$ cat src/hdl/apu_pkg.sv
`default_nettype none

package apu_pkg;

	// ####################################################################
	// Sizes and divider settings
	// ####################################################################
	localparam int NUM_CH    = 2;
	localparam int FRAME_DIV = 64; // clk cycles per length tick.
	localparam int ENV_DIV   = 4;  // Length ticks per envelope tick.
	localparam int FRAME_W   = $clog2(FRAME_DIV);
	localparam int ENV_W     = $clog2(ENV_DIV);

	localparam logic [6:0]  LEN_MAX  = 7'd64;
	localparam logic [10:0] FREQ_MAX = 11'h7ff;
	localparam logic [3:0]  VOL_MAX  = 4'hf;

	// Register indexes within a channel.
	localparam logic [1:0] REG_NRX1 = 2'd0;
	localparam logic [1:0] REG_NRX2 = 2'd1;
	localparam logic [1:0] REG_NRX3 = 2'd2;
	localparam logic [1:0] REG_NRX4 = 2'd3;

	// Handshake FSM encodings.
	localparam logic [1:0] ST_IDLE   = 2'd0;
	localparam logic [1:0] ST_ACCESS = 2'd1;
	localparam logic [1:0] ST_ACK    = 2'd2;

	// Duty waveforms, bit n is step n.
	localparam logic [3:0][7:0] DUTY_PAT = {
		8'b01111110,
		8'b10000111,
		8'b10000001,
		8'b00000001
	};

	// ####################################################################
	// Register layouts
	// ####################################################################
	typedef struct packed {
		logic [1:0] duty;
		logic [5:0] len_load;
	} nrx1_t;

	typedef struct packed {
		logic [3:0] init_vol;
		logic       env_inc;
		logic [2:0] env_period;
	} nrx2_t;

	typedef struct packed {
		logic [7:0] freq_lo;
	} nrx3_t;

	typedef struct packed {
		logic       trigger;
		logic       len_en;
		logic [2:0] unused;
		logic [2:0] freq_hi;
	} nrx4_t;

	// One data byte, its meaning set by the register index.
	typedef union packed {
		logic [7:0] raw;
		nrx1_t      nrx1;
		nrx2_t      nrx2;
		nrx3_t      nrx3;
		nrx4_t      nrx4;
	} reg_byte_u;

	// ####################################################################
	// Internal transfers
	// ####################################################################
	typedef struct packed {
		logic       wr;
		logic [2:0] addr; // Channel in bit 2, register in 1:0.
		reg_byte_u  data;
	} cpu_req_t;

	typedef struct packed {
		logic       valid;
		logic       ch;
		logic [1:0] idx;
		reg_byte_u  data;
	} reg_wr_t;

	typedef struct packed {
		logic       ch;
		logic [1:0] idx;
	} reg_rd_t;

	typedef struct packed {
		logic            on;
		logic [3:0]      sample;
		logic [3:0][7:0] readback; // Indexed by register.
	} chan_out_t;

endpackage

`default_nettype wire

$ cat src/hdl/apu_bus_decoder.sv
`timescale 1ns/10ps
`default_nettype none

module apu_bus_decoder (
	input  logic              clk,
	input  logic              arst_n,
	input  logic              req,
	input  apu_pkg::cpu_req_t cpu_req,
	output logic              ack,
	output logic [7:0]        rdata,
	output apu_pkg::reg_wr_t  reg_wr,
	output apu_pkg::reg_rd_t  reg_rd,
	input  logic [7:0]        rd_data
);

	logic [1:0]        state;
	apu_pkg::cpu_req_t req_q;

	// ####################################################################
	// Four-phase handshake FSM
	// ####################################################################
	always_ff @(posedge clk or negedge arst_n) begin
		if (!arst_n) begin
			state <= apu_pkg::ST_IDLE;
			req_q <= '0;
			ack   <= 1'b0;
			rdata <= 8'h00;
		end else begin
			case (state)
				apu_pkg::ST_IDLE: begin
					ack <= 1'b0; // Falls one cycle after req low.
					if (req && !ack) begin
						req_q <= cpu_req;
						state <= apu_pkg::ST_ACCESS;
					end
				end
				apu_pkg::ST_ACCESS: begin
					rdata <= rd_data; // Readback valid during access.
					state <= apu_pkg::ST_ACK;
				end
				apu_pkg::ST_ACK: begin
					if (req) begin
						ack <= 1'b1;
					end else begin
						state <= apu_pkg::ST_IDLE;
					end
				end
				default: begin
					state <= apu_pkg::ST_IDLE;
				end
			endcase
		end
	end

	// Single write strobe in the access cycle.
	always_comb begin
		reg_wr.valid = (state == apu_pkg::ST_ACCESS) && req_q.wr;
		reg_wr.ch    = req_q.addr[2];
		reg_wr.idx   = req_q.addr[1:0];
		reg_wr.data  = req_q.data;
	end

	always_comb begin
		reg_rd.ch  = req_q.addr[2];
		reg_rd.idx = req_q.addr[1:0];
	end

endmodule

`default_nettype wire

$ cat src/hdl/frame_sequencer.sv
`timescale 1ns/10ps
`default_nettype none

module frame_sequencer (
	input  logic clk,
	input  logic arst_n,
	output logic len_tick,
	output logic env_tick
);

	logic [apu_pkg::FRAME_W-1:0] div_cnt;
	logic [apu_pkg::ENV_W-1:0]   env_cnt;
	logic                        div_wrap;

	assign div_wrap = (div_cnt == apu_pkg::FRAME_W'(apu_pkg::FRAME_DIV - 1));

	always_ff @(posedge clk or negedge arst_n) begin
		if (!arst_n) begin
			div_cnt  <= '0;
			env_cnt  <= '0;
			len_tick <= 1'b0;
			env_tick <= 1'b0;
		end else begin
			div_cnt  <= div_cnt + 1'b1; // Wraps at FRAME_DIV.
			len_tick <= div_wrap;
			env_tick <= div_wrap && (env_cnt == apu_pkg::ENV_W'(apu_pkg::ENV_DIV - 1));
			if (div_wrap) begin
				env_cnt <= env_cnt + 1'b1;
			end
		end
	end

endmodule

`default_nettype wire

$ cat src/hdl/pulse_channel.sv
`timescale 1ns/10ps
`default_nettype none

module pulse_channel #(
	parameter int CH_INDEX = 0
) (
	input  logic                clk,
	input  logic                arst_n,
	input  apu_pkg::reg_wr_t    reg_wr,
	input  logic                len_tick,
	input  logic                env_tick,
	output apu_pkg::chan_out_t  chan_out
);

	logic [1:0]     duty_q;
	apu_pkg::nrx2_t nrx2_q;
	logic [10:0]    freq_q;
	logic           len_en_q;

	logic [6:0]  len_cnt;
	logic [3:0]  vol_q;
	logic [2:0]  env_cnt;
	logic [10:0] timer;
	logic [2:0]  step;
	logic        on_q;

	logic        wr_hit, wr_nrx1, wr_nrx2, wr_nrx3, wr_nrx4;
	logic        trigger, dac_en, len_step, duty_bit;
	logic [10:0] freq_new;

	assign wr_hit   = reg_wr.valid && (reg_wr.ch == 1'(CH_INDEX));
	assign wr_nrx1  = wr_hit && (reg_wr.idx == apu_pkg::REG_NRX1);
	assign wr_nrx2  = wr_hit && (reg_wr.idx == apu_pkg::REG_NRX2);
	assign wr_nrx3  = wr_hit && (reg_wr.idx == apu_pkg::REG_NRX3);
	assign wr_nrx4  = wr_hit && (reg_wr.idx == apu_pkg::REG_NRX4);
	assign trigger  = wr_nrx4 && reg_wr.data.nrx4.trigger;
	assign freq_new = {reg_wr.data.nrx4.freq_hi, freq_q[7:0]}; // Same-cycle high bits.
	assign dac_en   = |{nrx2_q.init_vol, nrx2_q.env_inc};
	assign len_step = len_tick && len_en_q && (len_cnt != 7'd0);

	// ####################################################################
	// Register file
	// ####################################################################
	always_ff @(posedge clk or negedge arst_n) begin
		if (!arst_n) begin
			duty_q   <= 2'd0;
			nrx2_q   <= '0;
			freq_q   <= 11'd0;
			len_en_q <= 1'b0;
		end else begin
			if (wr_nrx1) duty_q <= reg_wr.data.nrx1.duty;
			if (wr_nrx2) nrx2_q <= reg_wr.data.nrx2;
			if (wr_nrx3) freq_q[7:0] <= reg_wr.data.nrx3.freq_lo;
			if (wr_nrx4) begin
				freq_q[10:8] <= reg_wr.data.nrx4.freq_hi;
				len_en_q     <= reg_wr.data.nrx4.len_en;
			end
		end
	end

	// ####################################################################
	// Length, envelope and channel enable
	// ####################################################################
	always_ff @(posedge clk or negedge arst_n) begin
		if (!arst_n) begin
			len_cnt <= 7'd0;
			on_q    <= 1'b0;
		end else begin
			if (wr_nrx1) begin
				len_cnt <= apu_pkg::LEN_MAX - {1'b0, reg_wr.data.nrx1.len_load};
			end else if (trigger && (len_cnt == 7'd0)) begin
				len_cnt <= apu_pkg::LEN_MAX;
			end else if (len_step) begin
				len_cnt <= len_cnt - 1'b1;
			end

			if (!dac_en) begin
				on_q <= 1'b0;
			end else if (trigger) begin
				on_q <= 1'b1;
			end else if (len_step && (len_cnt == 7'd1)) begin
				on_q <= 1'b0; // Length expired.
			end
		end
	end

	always_ff @(posedge clk or negedge arst_n) begin
		if (!arst_n) begin
			vol_q   <= 4'd0;
			env_cnt <= 3'd0;
		end else if (trigger) begin
			vol_q   <= nrx2_q.init_vol;
			env_cnt <= nrx2_q.env_period;
		end else if (env_tick && (nrx2_q.env_period != 3'd0)) begin
			if (env_cnt <= 3'd1) begin
				env_cnt <= nrx2_q.env_period;
				if (nrx2_q.env_inc && (vol_q != apu_pkg::VOL_MAX)) begin
					vol_q <= vol_q + 1'b1;
				end else if (!nrx2_q.env_inc && (vol_q != 4'd0)) begin
					vol_q <= vol_q - 1'b1;
				end
			end else begin
				env_cnt <= env_cnt - 1'b1;
			end
		end
	end

	// ####################################################################
	// Frequency timer and duty step
	// ####################################################################
	always_ff @(posedge clk or negedge arst_n) begin
		if (!arst_n) begin
			timer <= 11'd0;
			step  <= 3'd0;
		end else if (trigger) begin
			timer <= freq_new;
			step  <= 3'd0;
		end else if (on_q) begin
			if (timer == apu_pkg::FREQ_MAX) begin
				timer <= freq_q;
				step  <= step + 1'b1;
			end else begin
				timer <= timer + 1'b1;
			end
		end
	end

	assign duty_bit = apu_pkg::DUTY_PAT[duty_q][step];

	always_comb begin
		chan_out.on     = on_q;
		chan_out.sample = (on_q && duty_bit) ? vol_q : 4'd0;
		chan_out.readback[apu_pkg::REG_NRX1] = {duty_q, 6'h3f};
		chan_out.readback[apu_pkg::REG_NRX2] = nrx2_q;
		chan_out.readback[apu_pkg::REG_NRX3] = 8'hff; // Write only.
		chan_out.readback[apu_pkg::REG_NRX4] = {1'b1, len_en_q, 6'h3f};
	end

endmodule

`default_nettype wire

$ cat src/hdl/apu_mixer.sv
`timescale 1ns/10ps
`default_nettype none

module apu_mixer (
	input  logic                      clk,
	input  logic                      arst_n,
	input  apu_pkg::chan_out_t        chan_out [apu_pkg::NUM_CH],
	input  apu_pkg::reg_rd_t          reg_rd,
	output logic [7:0]                rd_data,
	output logic [4:0]                mix_out,
	output logic [apu_pkg::NUM_CH-1:0] chan_on
);

	logic [4:0] mix_sum;

	always_comb begin
		mix_sum = 5'd0;
		for (int i = 0; i < apu_pkg::NUM_CH; i++) begin
			mix_sum = mix_sum + 5'(chan_out[i].sample);
		end
	end

	always_ff @(posedge clk or negedge arst_n) begin
		if (!arst_n) begin
			mix_out <= 5'd0;
		end else begin
			mix_out <= mix_sum; // One cycle of latency.
		end
	end

	always_comb begin
		for (int i = 0; i < apu_pkg::NUM_CH; i++) begin
			chan_on[i] = chan_out[i].on;
		end
	end

	// Readback select for the bus decoder.
	assign rd_data = chan_out[reg_rd.ch].readback[reg_rd.idx];

endmodule

`default_nettype wire

$ cat src/hdl/apu_top.sv
`timescale 1ns/10ps
`default_nettype none

module apu_top (
	input  logic                       clk,
	input  logic                       arst_n,
	input  logic                       req,
	input  apu_pkg::cpu_req_t          cpu_req,
	output logic                       ack,
	output logic [7:0]                 rdata,
	output logic [4:0]                 mix_out,
	output logic [apu_pkg::NUM_CH-1:0] chan_on
);

	apu_pkg::reg_wr_t   reg_wr;
	apu_pkg::reg_rd_t   reg_rd;
	apu_pkg::chan_out_t chan_out [apu_pkg::NUM_CH];
	logic [7:0]         rd_data;
	logic               len_tick;
	logic               env_tick;

	apu_bus_decoder u_dec (
		.clk     (clk),
		.arst_n  (arst_n),
		.req     (req),
		.cpu_req (cpu_req),
		.ack     (ack),
		.rdata   (rdata),
		.reg_wr  (reg_wr),
		.reg_rd  (reg_rd),
		.rd_data (rd_data)
	);

	frame_sequencer u_seq (
		.clk      (clk),
		.arst_n   (arst_n),
		.len_tick (len_tick),
		.env_tick (env_tick)
	);

	// Write strobe goes to every channel, each matches its own index.
	for (genvar i = 0; i < apu_pkg::NUM_CH; i++) begin : g_ch
		pulse_channel #(.CH_INDEX(i)) u_ch (
			.clk      (clk),
			.arst_n   (arst_n),
			.reg_wr   (reg_wr),
			.len_tick (len_tick),
			.env_tick (env_tick),
			.chan_out (chan_out[i])
		);
	end

	apu_mixer u_mix (
		.clk      (clk),
		.arst_n   (arst_n),
		.chan_out (chan_out),
		.reg_rd   (reg_rd),
		.rd_data  (rd_data),
		.mix_out  (mix_out),
		.chan_on  (chan_on)
	);

endmodule

`default_nettype wire

$ cat config.mk
export PLATFORM = sky130hd
export DESIGN_NAME = apu_top
export DESIGN_NICKNAME = d
export VERILOG_FILES = /design/src/hdl/apu_pkg.sv /design/src/hdl/apu_bus_decoder.sv /design/src/hdl/frame_sequencer.sv /design/src/hdl/pulse_channel.sv /design/src/hdl/apu_mixer.sv /design/src/hdl/apu_top.sv
export SDC_FILE = /design/constraint.sdc
export NUM_CORES = 1
export LEC_CHECK = 0
export ABC_AREA = 1
export BUFFER_PORTS_ARGS = -buffer_cell sky130_fd_sc_hd__buf_2
export CORE_ASPECT_RATIO = 1.25
export CORE_UTILIZATION = 40
export CTS_CLUSTER_DIAMETER = 80
export DETAILED_ROUTE_END_ITERATION = 6
export GPL_TIMING_DRIVEN = 0
export PLACE_DENSITY = 0.61
export SLEW_MARGIN = 30
export SYNTH_ARGS = -nofsm -noshare
export SYNTH_HDL_FRONTEND = slang
export SYNTH_SLANG_ARGS = --single-unit
export TNS_END_PERCENT = 10
$ cat constraint.sdc
create_clock -name clk -period 2.9 [get_ports clk]
set_input_delay 0.29 -clock clk [delete_from_list [all_inputs] [get_ports clk]]
set_output_delay 0.29 -clock clk [all_outputs]
set_load 0.02 [all_outputs]
==> impl.org, run 1 <==
** Die
- In this run the vertical extent of the chip is 157.8 µm.
- For this configuration, the core starts out at a cell density of 41.04%.
- Rows :: 56
- DIE WIDTH :: 126.6 µm
- The floorplan step defined a die boundary enclosing 0.01998 mm².
- Std-Cell Core Area :: 0.01892 mm²
- Boundary Pins :: 31

** Clock tree
- TritonCTS clock tree :: built
- The clock tree synthesis step divided the H-tree into 4 levels.
- At the later pin of the worst-skew pair, clock insertion delay measures 0.42 ns.
- The clock passes through at most 2 buffers.
- CTS root buf :: clkbuf_16
- CTS saw 140 sinks.
- Clk slew on worst S/H paths :: 0.06 ns
- Total clock buffers created by CTS :: 17

** Route
- The first detailed-routing pass took 5 iterations.
- Final routed DRC violation total :: 0
- Count of vias placed by the detailed router :: 6489
- Post-DRT Antenna Nets :: 0
- Wires add up to 19120 µm.
- DR vias/cell :: 4.995
- Detailed router's first-iteration violation count :: 381
- Post-detailed-route wirelength per cell :: 14.72 µm

** Final layout
- FILL cells :: 1911
- Post-layout instance area :: 0.008899 mm²
- After the last flow step, the layout net total stands at 1101.
- From synthesis to final layout, the design area changed by 14.60%.
- The number of antenna diodes in the final layout is 0.
- For this run, the number of standard cells in the final layout without fillers is 1299.
- Ratio of cells with drive above 1 in the final layout :: 9.372%

** Setup path
- The number of cells on the worst reg-to-reg path is 10.
- Crit path to :: u_mix.mix_out[2]
- In this run the critical register-to-register path is captured at u_mix.mix_out[2].
- CP startpoint :: g_ch[0].u_ch.duty_q[1]
- Internal reg-to-reg setup slack :: 0.71 ns
- Type of destination of the critical path :: register
- Worst Path Arrival :: 2.50 ns
- Highest fanout seen on the critical path :: 6
- STA classifies the critical path startpoint as a register.
- Worst setup path category :: register to register
- STA puts the critical path data required time at 3.21 ns.
- The startpoint identified for the worst register-to-register timing path is g_ch[0].u_ch.duty_q[1].

** Logic synthesis
- Among all flip-flop cells after synthesis, the most frequent one is dfrtp_1.
- Asr flop ratio synth :: 100.0%
- Post-Synthesis Cells :: 1003
- Part of the Yosys area used for sequential elements :: 45.12%
- By area the synthesized netlist is led by dfrtp_1 45%, nand2_1 16%, o21ai_0 5.9%.
- Cell type with the largest total area after synthesis :: dfrtp_1
- Synth top cells by count :: 325 x nand2_1, 140 x dfrtp_1, 110 x inv_1, 92 x o21ai_0, 86 x nand3_1
- Number of distinct library cells after synthesis :: 42
- Synthesis produced a netlist with a net count of 1050.
- Cell area after synthesis :: 0.007765 mm²
- The top cell type by area accounts for 45.12% of the synthesized area.
- The synthesized design contains 0 enable-type register cells.
- Number of storage elements in the synthesis netlist :: 140
- Among all cell types in the netlist, the one instantiated most often is nand2_1.
- Dividing the synthesized area by the synthesized cell count gives 7.742 µm².
- For this run, the number of Yosys warnings is 0.

** Power and ir drop
- For this design the static power due to leakage is 4.453 nW.
- Total Power Consumption :: 7.995 mW
- Max IR drop VDD :: 513.2 µV
- Ratio of total power to cell area :: 898.5 mW/mm²

** GRT
- The first global-routing pass estimated 32060 µm of wire.
- The initial antenna violation count was 0.
- For this run the aggregate overflow at the end of global routing stands at 0.
- Overall Global Routing Usage :: 20.85%
- Pin count of the biggest net entering global routing :: 85
- The via count of the first global-routing pass came to 6421.

** Placed design
- The placed instances occupy a cell area of 0.008243 mm².
- Including well taps, the total number of placed cells is 1266.
- After legalization and detailed placement, the total HPWL measured 13770 µm.
- During placement, the flow inserted port buffers numbering 30.
- Placer congestion estimate :: 0.8726

** STA
- The count of endpoints failing hold in the final timing report is 0.
- The count of final max-slew check failures was 0.
- For the pin with the worst max-slew slack, the measured transition is 0.6723 ns.
- Measured against its own limit, the worst slew margin works out to 54.70%.
- Tmin final :: 2.193 ns
- Setup repair after global routing missed its margin :: no
- Crit share post-route :: 75.61%
- Final setup viols :: 0
- Across the routed clock network, the largest skew measured is 0.006752 ns.
- Based on the critical path, the design can be clocked at up to 456.0 MHz.

** Run
- Across the run, the number of max-cap violations was 0.

** Min path
- Counting instances, the worst hold path has a depth of 3.
- The worst hold path belongs to the class input pin to register.

** Outcome
- The flow ran to the end, and the final reports show no timing, DRC or antenna violations.
worst min-delay path by stage:
stage | from | to | slack [ns]
6_report | cpu_req[4] | u_dec.reg_wr[4] | 0.07
5_1_grt | cpu_req[9] | u_dec.reg_rd[1] | 0.09
4_1_cts | cpu_req[4] | u_dec.reg_wr[4] | 0.06
3_5_place_dp | arst_n | u_seq.env_cnt[1] | 0.24
3_3_place_gp | u_seq.div_cnt[0] | u_seq.div_cnt[0] | 0.44
2_1_floorplan | arst_n | g_ch[0].u_ch.chan_out[10] | -0.006
critical path, cell delays in order, from the launching register on:
cell	delay [ns]
dfrtp_1	0.44
ha_1	0.22
nand2_1	0.06
nand3_1	0.07
o21ai_0	0.07
nand2_1	0.07
nand3_1	0.24
nor2_1	0.09
ha_1	0.24
fa_1	0.41
xor2_1	0.16
report_power, final:
group          internal [mW]  switching, mW
registers               2.46          0.503
logic                  0.933           1.70
clock network           1.53          0.869
cells by family (layout without fill, tap and decap cells):
family | after synthesis | in the layout | synth area share, %
simple gates | 526 | 526 | 29.37
buf+inv | 135 | 199 | 6.993
compound gates | 137 | 137 | 9.314
flops | 140 | 140 | 45.12
mux | 1 | 1 | 0.1450
xor+xnor | 32 | 32 | 3.609
fa+ha+maj | 32 | 32 | 5.446
cells in the final DEF, fill, tap and decap left out, types with 6 or more instances in the layout:
cell and instances:
a21oi_1 24, buf_2 37, clkbuf_1 8, clkbuf_16 17, dfrtp_1 140, ha_1 29
inv_1 110, nand2_1 325, nand2_2 6, nand3_1 86, nand4_1 10, nor2_1 73
o21ai_0 92, xnor2_1 10, xor2_1 22
what timing repair did:
action / in CTS / in global routing
resized for setup: 0 / 0
hold buffers: 1 / 0
setup endpoints to repair: 0 / 0
setup buffers: 0 / 0
endpoints found under the hold margin: 56 / 0
layer usage:
metal / vias to the layer above / global-route usage, % / share of wire [%]
met5: - / 0 / 0
met4: 0 / 7.803 / 2.2
met3: 27 / 4.258 / 3.6
met2: 110 / 36.02 / 49
met1: 3034 / 25.68 / 45
li1: 3318 / - / -
metrics by stage:
stage	setup TNS, ns	util, %	hold slack (ns)	setup WS (ns)
finish	0	47.04	0.07201	0.7072
floorplan	0	-	-0.005591	1.030
CTS	0	47.04	0.06052	0.7192
global placement	-73.32	43.37	0.4425	-0.5352
detailed placement	0	43.57	0.2444	0.7197
global route	0	47.04	0.08581	0.5743
sequential cells by signal (all words and copies together), names as in the netlist, 2 cells and up:
| register | count |
|---|---|
| u_dec.state | 2 |
| g_ch.u_ch.duty_q | 4 |
| u_seq.div_cnt | 6 |
| g_ch.u_ch.len_en_q | 2 |
| u_mix.mix_out | 5 |
| g_ch.u_ch.freq_q | 22 |
| u_dec.rdata | 8 |
| g_ch.u_ch.chan_out | 16 |
| g_ch.u_ch.env_cnt | 6 |
| u_dec.reg_rd | 3 |
| g_ch.u_ch.on_q | 2 |
| u_dec.reg_wr | 8 |
| g_ch.u_ch.timer | 22 |
| g_ch.u_ch.vol_q | 8 |
| u_seq.env_cnt | 2 |
| g_ch.u_ch.step | 6 |
| g_ch.u_ch.len_cnt | 14 |
cell type report:
cell class	instances	area (µm²)	share of cell area, %
inverter	115	431.7	4.851
tap	232	290.3	3.262
buffer	20	111.4	1.251
multi-input combinational	728	3719	41.79
timing repair buffer	32	197.7	2.222
clock inverter	14	216.5	2.433
clock buffer	18	429.2	4.823
sequential	140	3503	39.37
Power figures use the tool's default switching activity.
==> inputs of run 2 (changes only) <==
Settings changed: PLACE_DENSITY 0.61 to 0.63.
Clock period 2.9 ns to 1.9 ns, I/O delays scaled along.
==> impl.org, run 2 (synthesis results as in run 1) <==
** STA
- The setup violation total in the final timing report came to 3 (+3).
- The final critical-path share of the clock period came to 101.2% (+26 points).
- The clock period minus final worst setup slack is 1.923 ns (-0.2702 ns).
- The measured slew at the worst slew-check pin was 0.5555 ns (-0.1169 ns).
- The worst relative slew slack came to 62.97% (+8.3 points).
- The timing-limited maximum frequency was 520.1 MHz (+14%).
- The worst path setup slack after routing came to -0.02262 ns (-0.7298 ns).
- Setup repair after global routing could not meet its margin everywhere.
- The worst hold slack after final layout was 0.07074 ns (-0.001273 ns).
- Final Hold Vio Count :: 0 (unchanged)
- Worst Clk Skew :: 0.01259 ns (+0.005833 ns)
- The count of final max-slew check failures is 0 (unchanged).

** Final layout
- FILL cells :: 1803 (-5.7%)
- Leaving out fill and tap cells, the most frequent cell in the layout is nand2_1.
- N_diodes :: 0 (unchanged)
- The number of nets at the end of the flow was 1127 (+2.4%).
- The share of final-layout standard cells stronger than drive strength 1 was 15.92% (+6.5 points).
- The top cell types in the final layout, fill and taps aside, are 317 x nand2_1, 132 x dfrtp_1, 107 x inv_1.
- Compared with the post-synthesis result, the final layout area differs by 21.00%.

** Route
- First drt pass iteration count :: 5 (unchanged)
- Count of vias placed by the detailed router :: 6623 (+2.1%)
- The average routed wire per standard cell was 14.49 µm (-1.6%).
- DR vias/cell :: 4.998 (about the same)
- The number of violations reported at the end of detailed-routing iteration 0 is 346 (-9.2%).
- The number of remaining DRC errors was 0 (unchanged).
- The sum of routed wire length over all layers came to 19200 µm (+0.40%).
- The remaining number of nets flagged by the antenna check after routing was 0 (unchanged).

** GRT
- Number of global-route vias before repair :: 6332 (-1.4%)
- The global-route congestion overflow total is 0 (unchanged).
- Pin count of the biggest net entering global routing :: 72 (-15%)
- Global-route wire length before repair :: 31460 µm (-1.8%)
- Initial antenna violation count :: 0 (unchanged)
- Overall Global Routing Usage :: 20.34% (-0.51 points)

** Setup path
- Type of destination of the critical path :: register
- The delay of the slowest cell on the worst path is 0.43 ns (about the same).
- Length in cells of the worst reg-to-reg path :: 9 (-1)
- CP max-delay cell :: dfrtp_2
- Internal reg-to-reg setup slack :: -0.02 ns (-0.73 ns)
- Req. time, crit path :: 2.22 ns (-0.99 ns)
- STA classifies the critical path startpoint as a register.
- Worst Path Arrival :: 2.24 ns (-0.26 ns)
- Worst setup path category :: register to register
- The largest fanout on the critical path was 4 (-2).
- The critical path goes through ha_2, nor2_2, o21ai_2, nand2_2, nand3_4, nor2_4, ha_4, fa_2, xor2_1.

** Power and ir drop
- The cell area power density was 1304 mW/mm² (+45%).
- Net Switching :: 4.787 mW (+56%)
- Register share of total power :: 37.2% (about the same)
- Clock share of power :: 28.3% (-1.7 points)
- The cell internal power dissipation came to 7.463 mW (+52%).
- The relative contribution of combinational cells to total power was 34.5% (+1.6 points).
- Total Power Consumption :: 12.25 mW (+53%)
- Switching fraction of total power :: 39.08% (+0.65 points)
- LEAKAGE :: 4.562 nW (+2.4%)
- The worst vdd rail ir drop was 705.6 µV (+37%).

** Clock tree
- TritonCTS built the clock tree.
- CTS sink count :: 140 (unchanged)
- The maximum clock insertion buffer count was 2 (unchanged).
- CTS root buf :: clkbuf_16
- H-tree level count :: 4 (unchanged)
- The later-pin clock latency in the skew report is 0.43 ns (about the same).
- Total clock buffers created by CTS :: 17 (unchanged)
- The clock transition time at the flip-flop clock pins of the worst setup and hold paths came to 0.06 ns (about the same).

** Die
- DIE WIDTH :: 126.6 µm (unchanged)
- The starting density of the core was 41.04% (unchanged).
- The core outline area was 0.01892 mm² (unchanged).
- Chip height :: 157.8 µm (unchanged)
- The area of the die is 0.01998 mm² (unchanged).
- Rows :: 56 (unchanged)
- Boundary Pins :: 31 (unchanged)

** Outcome
- Outcome :: finished with violations
- The final reports fail on setup timing.

** Min path
- The worst hold path depth came to 3 (unchanged).
- The path class of the tightest hold or removal check is input pin to register.

** Placed design
- Half-perimeter wire length of the detailed placement result :: 13430 µm (-2.5%)
- Placer congestion estimate :: 0.8713 (-0.15%)
- The worst slack at placement was -0.2519 ns (-0.9716 ns).
- Number of port buffers :: 30 (unchanged)

** Run
- The number of max-capacitance violations reported was 0 (unchanged).
[run 2: path summary, 6_finish.rpt]
| check | start | to |
|---|---|---|
| worst max-delay path | g_ch[1].u_ch.duty_q[1] | u_mix.mix_out[2] |
| worst min-delay path | req | u_dec.state[1] |
| worst max register to register | g_ch[1].u_ch.duty_q[1] | u_mix.mix_out[2] |
| worst min register to register | u_seq.div_cnt[0] | u_seq.div_cnt[0] |
| max in group asynchronous | arst_n | g_ch[1].u_ch.duty_q[0] |
| min in group asynchronous | arst_n | u_seq.env_cnt[1] |
[run 2: critical path, delay by kind of cell, from the launching register on]
kind                     cells  cell delay [ns]
adder cells (fa/ha/maj)      3             0.73
flip-flops                   1             0.43
AND/OR/NAND/NOR              4             0.30
AO/OA/AOI/OAI                1             0.17
XOR/XNOR                     1             0.17
[run 2: area by class of cell]
cell class | count | area, µm² | share of cell area (%)
plain buffers | 20 | 111.4 | 1.185
clock buffers | 19 | 452.9 | 4.821
clock inverters | 13 | 165.2 | 1.758
inverters | 115 | 440.4 | 4.688
multi-input cells | 728 | 3991 | 42.48
flip-flops and latches | 140 | 3513 | 37.40
well taps | 232 | 290.3 | 3.090
repair buffers | 58 | 430.4 | 4.581
[run 2: layer usage]
metal | GRT usage, % | share of wire (%) | routed length (µm)
met1 | 25.83 | 45 | 8705
met5 | 0 | 0 | 0
met2 | 34.83 | 50 | 9667
met3 | 3.244 | 2.6 | 499
met4 | 7.803 | 1.7 | 323
[run 2: power by group through the flow]
stage / Clock [mW] / Combinational, mW / Sequential [mW]
final: 3.47 / 4.23 / 4.56
after global routing: 3.66 / 4.84 / 4.68
after CTS: 3.52 / 4.10 / 4.50
after detailed placement: 0 / 3.97 / 4.55
after global placement: 0 / 3.91 / 4.54
after floorplan: 0 / 2.85 / 4.47
[run 2: metrics by stage]
stage / cells / area (µm²) / TNS [ns] / utilization (%)
3_5_place_dp: 1266 / 8243 / -1.952 / 43.57
4_1_cts: 1317 / 9092 / -0.08498 / 48.06
2_1_floorplan: 1003 / 7765 / 0 / -
5_1_grt: 1325 / 9395 / -0.4540 / 49.66
3_3_place_gp: 1265 / 8205 / -198.77 / 43.37
6_report: 1325 / 9395 / -0.02823 / 49.66
[run 2: repair_timing]
action,in CTS,in global routing
hold buffers,13,0
gates resized for setup,22,63
buffers inserted,6,8
pin swaps,6,23
hold endpoints to repair,82,0
endpoints found under the setup margin,23,52
==> inputs of run 3 (changes only) <==
Settings changed: HOLD_SLACK_MARGIN set to 0.08.
==> impl.org, run 3 (synthesis results as in run 1) <==
** Final layout
- Final Net Count :: 1128 (+0.089%)
- In the layout the commonest cells are 317 x nand2_1, 132 x dfrtp_1, 107 x inv_1.
- Area growth, synth to finish :: 21.12%
- N_diodes :: 0 (unchanged)
- Most common cell after layout, fill and taps aside :: nand2_1
- The share of final-layout standard cells stronger than drive strength 1 is 15.90% (about the same).

** Setup path
- Family of cells with the greatest summed delay on the critical path :: adder cells
- The number of buffer and inverter stages on the critical path came to 0 (unchanged).
- The delay of the slowest cell on the worst path was 0.44 ns (about the same).
- Worst Path Arrival :: 2.24 ns (about the same)
- STA classifies the critical path startpoint as a register.
- Type of destination of the critical path :: register
- The required time at the worst-slack endpoint came to 2.22 ns (about the same).
- The signal on the critical path passes through ha_2, nor2_2, o21ai_2, nand2_2, nand3_4, nor2_4, ha_4, fa_2, xor2_1.
- The setup path with the least slack is of type register to register.
- Highest fanout seen on the critical path :: 4 (unchanged)
- CP max-delay cell :: dfrtp_2

** GRT
- Overflow after GRT :: 0 (unchanged)
- The total routing resource utilization after global routing was 20.34% (unchanged).
- The maximum number of pins on one net before global-route repair is 72 (unchanged).
- Number of global-route vias before repair :: 6332 (unchanged)
- Initial antenna violation count :: 0 (unchanged)
- Global-route wire length before repair :: 31460 µm (unchanged)

** Route
- Post-DRT Antenna Nets :: 0 (unchanged)
- The number of vias after detailed routing came to 6627 (+0.060%).
- Wire length after detailed routing :: 19180 µm (about the same)
- The number of remaining DRC errors came to 0 (unchanged).
- First drt pass iteration count :: 5 (unchanged)
- The number of violations reported at the end of detailed-routing iteration 0 is 350 (+1.2%).
- The average routed wire per standard cell was 14.46 µm (-0.16%).
- DR vias/cell :: 4.998 (about the same)

** Run
- The number of max-capacitance violations reported is 0 (unchanged).

** Outcome
- The checks that failed: setup timing.
- The run finished, with violations left.

** Die
- Effective utilization at floorplan :: 41.04% (unchanged)
- The width of the die came to 126.6 µm (unchanged).
- Std-Cell Core Area :: 0.01892 mm² (unchanged)
- Rows :: 56 (unchanged)
- The top-level port count is 31 (unchanged).
- Die ar. :: 0.01998 mm² (unchanged)
- Chip height :: 157.8 µm (unchanged)

** Clock tree
- Clock tree buffer depth :: 2 (unchanged)
- H-tree level count :: 4 (unchanged)
- The clock transition time at the flip-flop clock pins of the worst setup and hold paths was 0.06 ns (about the same).
- TritonCTS built the clock tree.
- The later-pin clock latency in the skew report is 0.43 ns (about the same).
- CTS root buf :: clkbuf_16
- Total clock buffers created by CTS :: 17 (unchanged)
- The clock sink count came to 140 (unchanged).

** Min path
- The worst hold path belongs to the class input pin to asynchronous set/reset pin.

** Power and ir drop
- Register share of total power :: 37.2% (about the same)
- Switching fraction of total power :: 39.04% (-0.040 points)
- The relative contribution of combinational cells to total power is 34.5% (about the same).
- The portion of total power attributed to the clock network came to 28.3% (about the same).
- Ratio of total power to cell area :: 1302 mW/mm² (-0.16%)
- The cell internal power dissipation was 7.464 mW (about the same).
- The switching power was 4.779 mW (-0.16%).
- The worst vdd rail ir drop is 707.6 µV (+0.28%).
- The static leakage came to 4.566 nW (about the same).

** STA
- Setup repair after global routing missed its margin :: yes
- WHS :: 0.3289 ns (+0.2581 ns)
- Final Hold Vio Count :: 0 (unchanged)
- The timing-limited maximum frequency came to 519.8 MHz (about the same).
- Worst setup slack after layout :: -0.02385 ns (-0.001227 ns)
- The setup violation total in the final timing report came to 3 (unchanged).
- The clock tree skew after final layout came to 0.01256 ns (-0.00002180 ns).
- Number of slew-limit violations in the final report :: 0 (unchanged)
- Tmin final :: 1.924 ns (+0.001227 ns)
- Relative slew slack :: 63.01% (about the same)
- Crit share post-route :: 101.3% (about the same)
- The measured slew at the worst slew-check pin is 0.5549 ns (-0.0006268 ns).
- Setup_tns :: -0.03137 ns (-0.003144 ns)

** Placed design
- The HPWL reported at the end of detailed placement came to 13430 µm (unchanged).
- Placer congestion estimate :: 0.8713 (unchanged)
- The port buffer count came to 30 (unchanged).
==> run 3: cell types whose count changed in the layout (fill, tap and decap cells not counted), sizes merged <==
cell	previous run	this run
dlygate4sd3	13	14
==> run 3: timing repair <==
action                     in CTS  in global routing
hold endpoints to repair       84                  0
resized for setup              22                 63
pin swaps                       6                 23
setup endpoints to repair      23                 52
hold buffers                   14                  0
setup buffers                   6                  8
==> run 3: per-stage QoR <==
step	std cells	util (%)	setup slack [ns]	instance area, µm²	total power [mW]
3_5_place_dp	1266	43.57	-0.2519	8243	8.524
6_report	1326	49.72	-0.02385	9405	12.24
4_1_cts	1318	48.12	-0.03607	9102	12.12
3_3_place_gp	1265	43.37	-1.421	8205	8.445
2_1_floorplan	1003	-	0.03017	7765	7.323
5_1_grt	1326	49.72	-0.09542	9405	13.19
==> run 3: final cells by class <==
type,instances,area (µm²)
multi-input combinational,728,3991
buffer,20,111.4
clock buffer,19,452.9
clock inverter,13,165.2
tap,232,290.3
sequential,140,3513
fill,1802,9513
timing repair buffer,59,440.4
inverter,115,440.4
==> run 3: final timing paths <==
| kind | depth (start not counted) | slack, ns | from | end |
|---|---|---|---|---|
| setup / recovery | 9 | -0.02 | g_ch[1].u_ch.duty_q[1] | u_mix.mix_out[2] |
| hold / removal | 2 | 0.33 | arst_n | u_seq.env_cnt[1] |
| setup reg to reg | 9 | -0.02 | g_ch[1].u_ch.duty_q[1] | u_mix.mix_out[2] |
| hold reg to reg | 1 | 0.45 | u_seq.div_cnt[0] | u_seq.div_cnt[0] |
| max in group asynchronous | 3 | 0.81 | arst_n | g_ch[0].u_ch.step[0] |
| min in group clk | 1 | 0.45 | u_seq.div_cnt[0] | u_seq.div_cnt[0] |
==> run 3: routing by layer <==
metal  vias up  wire length [µm]  GRT usage (%)
met1      3145              8736          25.83
li1       3371                 -              -
met5         -                 0              0
met3        23               434          3.244
met4         0               324          7.803
met2        88              9683          34.83
==> run 3: power groups by stage <==
| stage | registers, mW | logic (mW) | clock network (mW) |
|---|---|---|---|
| after floorplan | 4.47 | 2.85 | 0 |
| after global placement | 4.54 | 3.91 | 0 |
| after detailed placement | 4.55 | 3.97 | 0 |
| after CTS | 4.50 | 4.10 | 3.52 |
| after global routing | 4.68 | 4.85 | 3.66 |
| final | 4.55 | 4.23 | 3.47 |
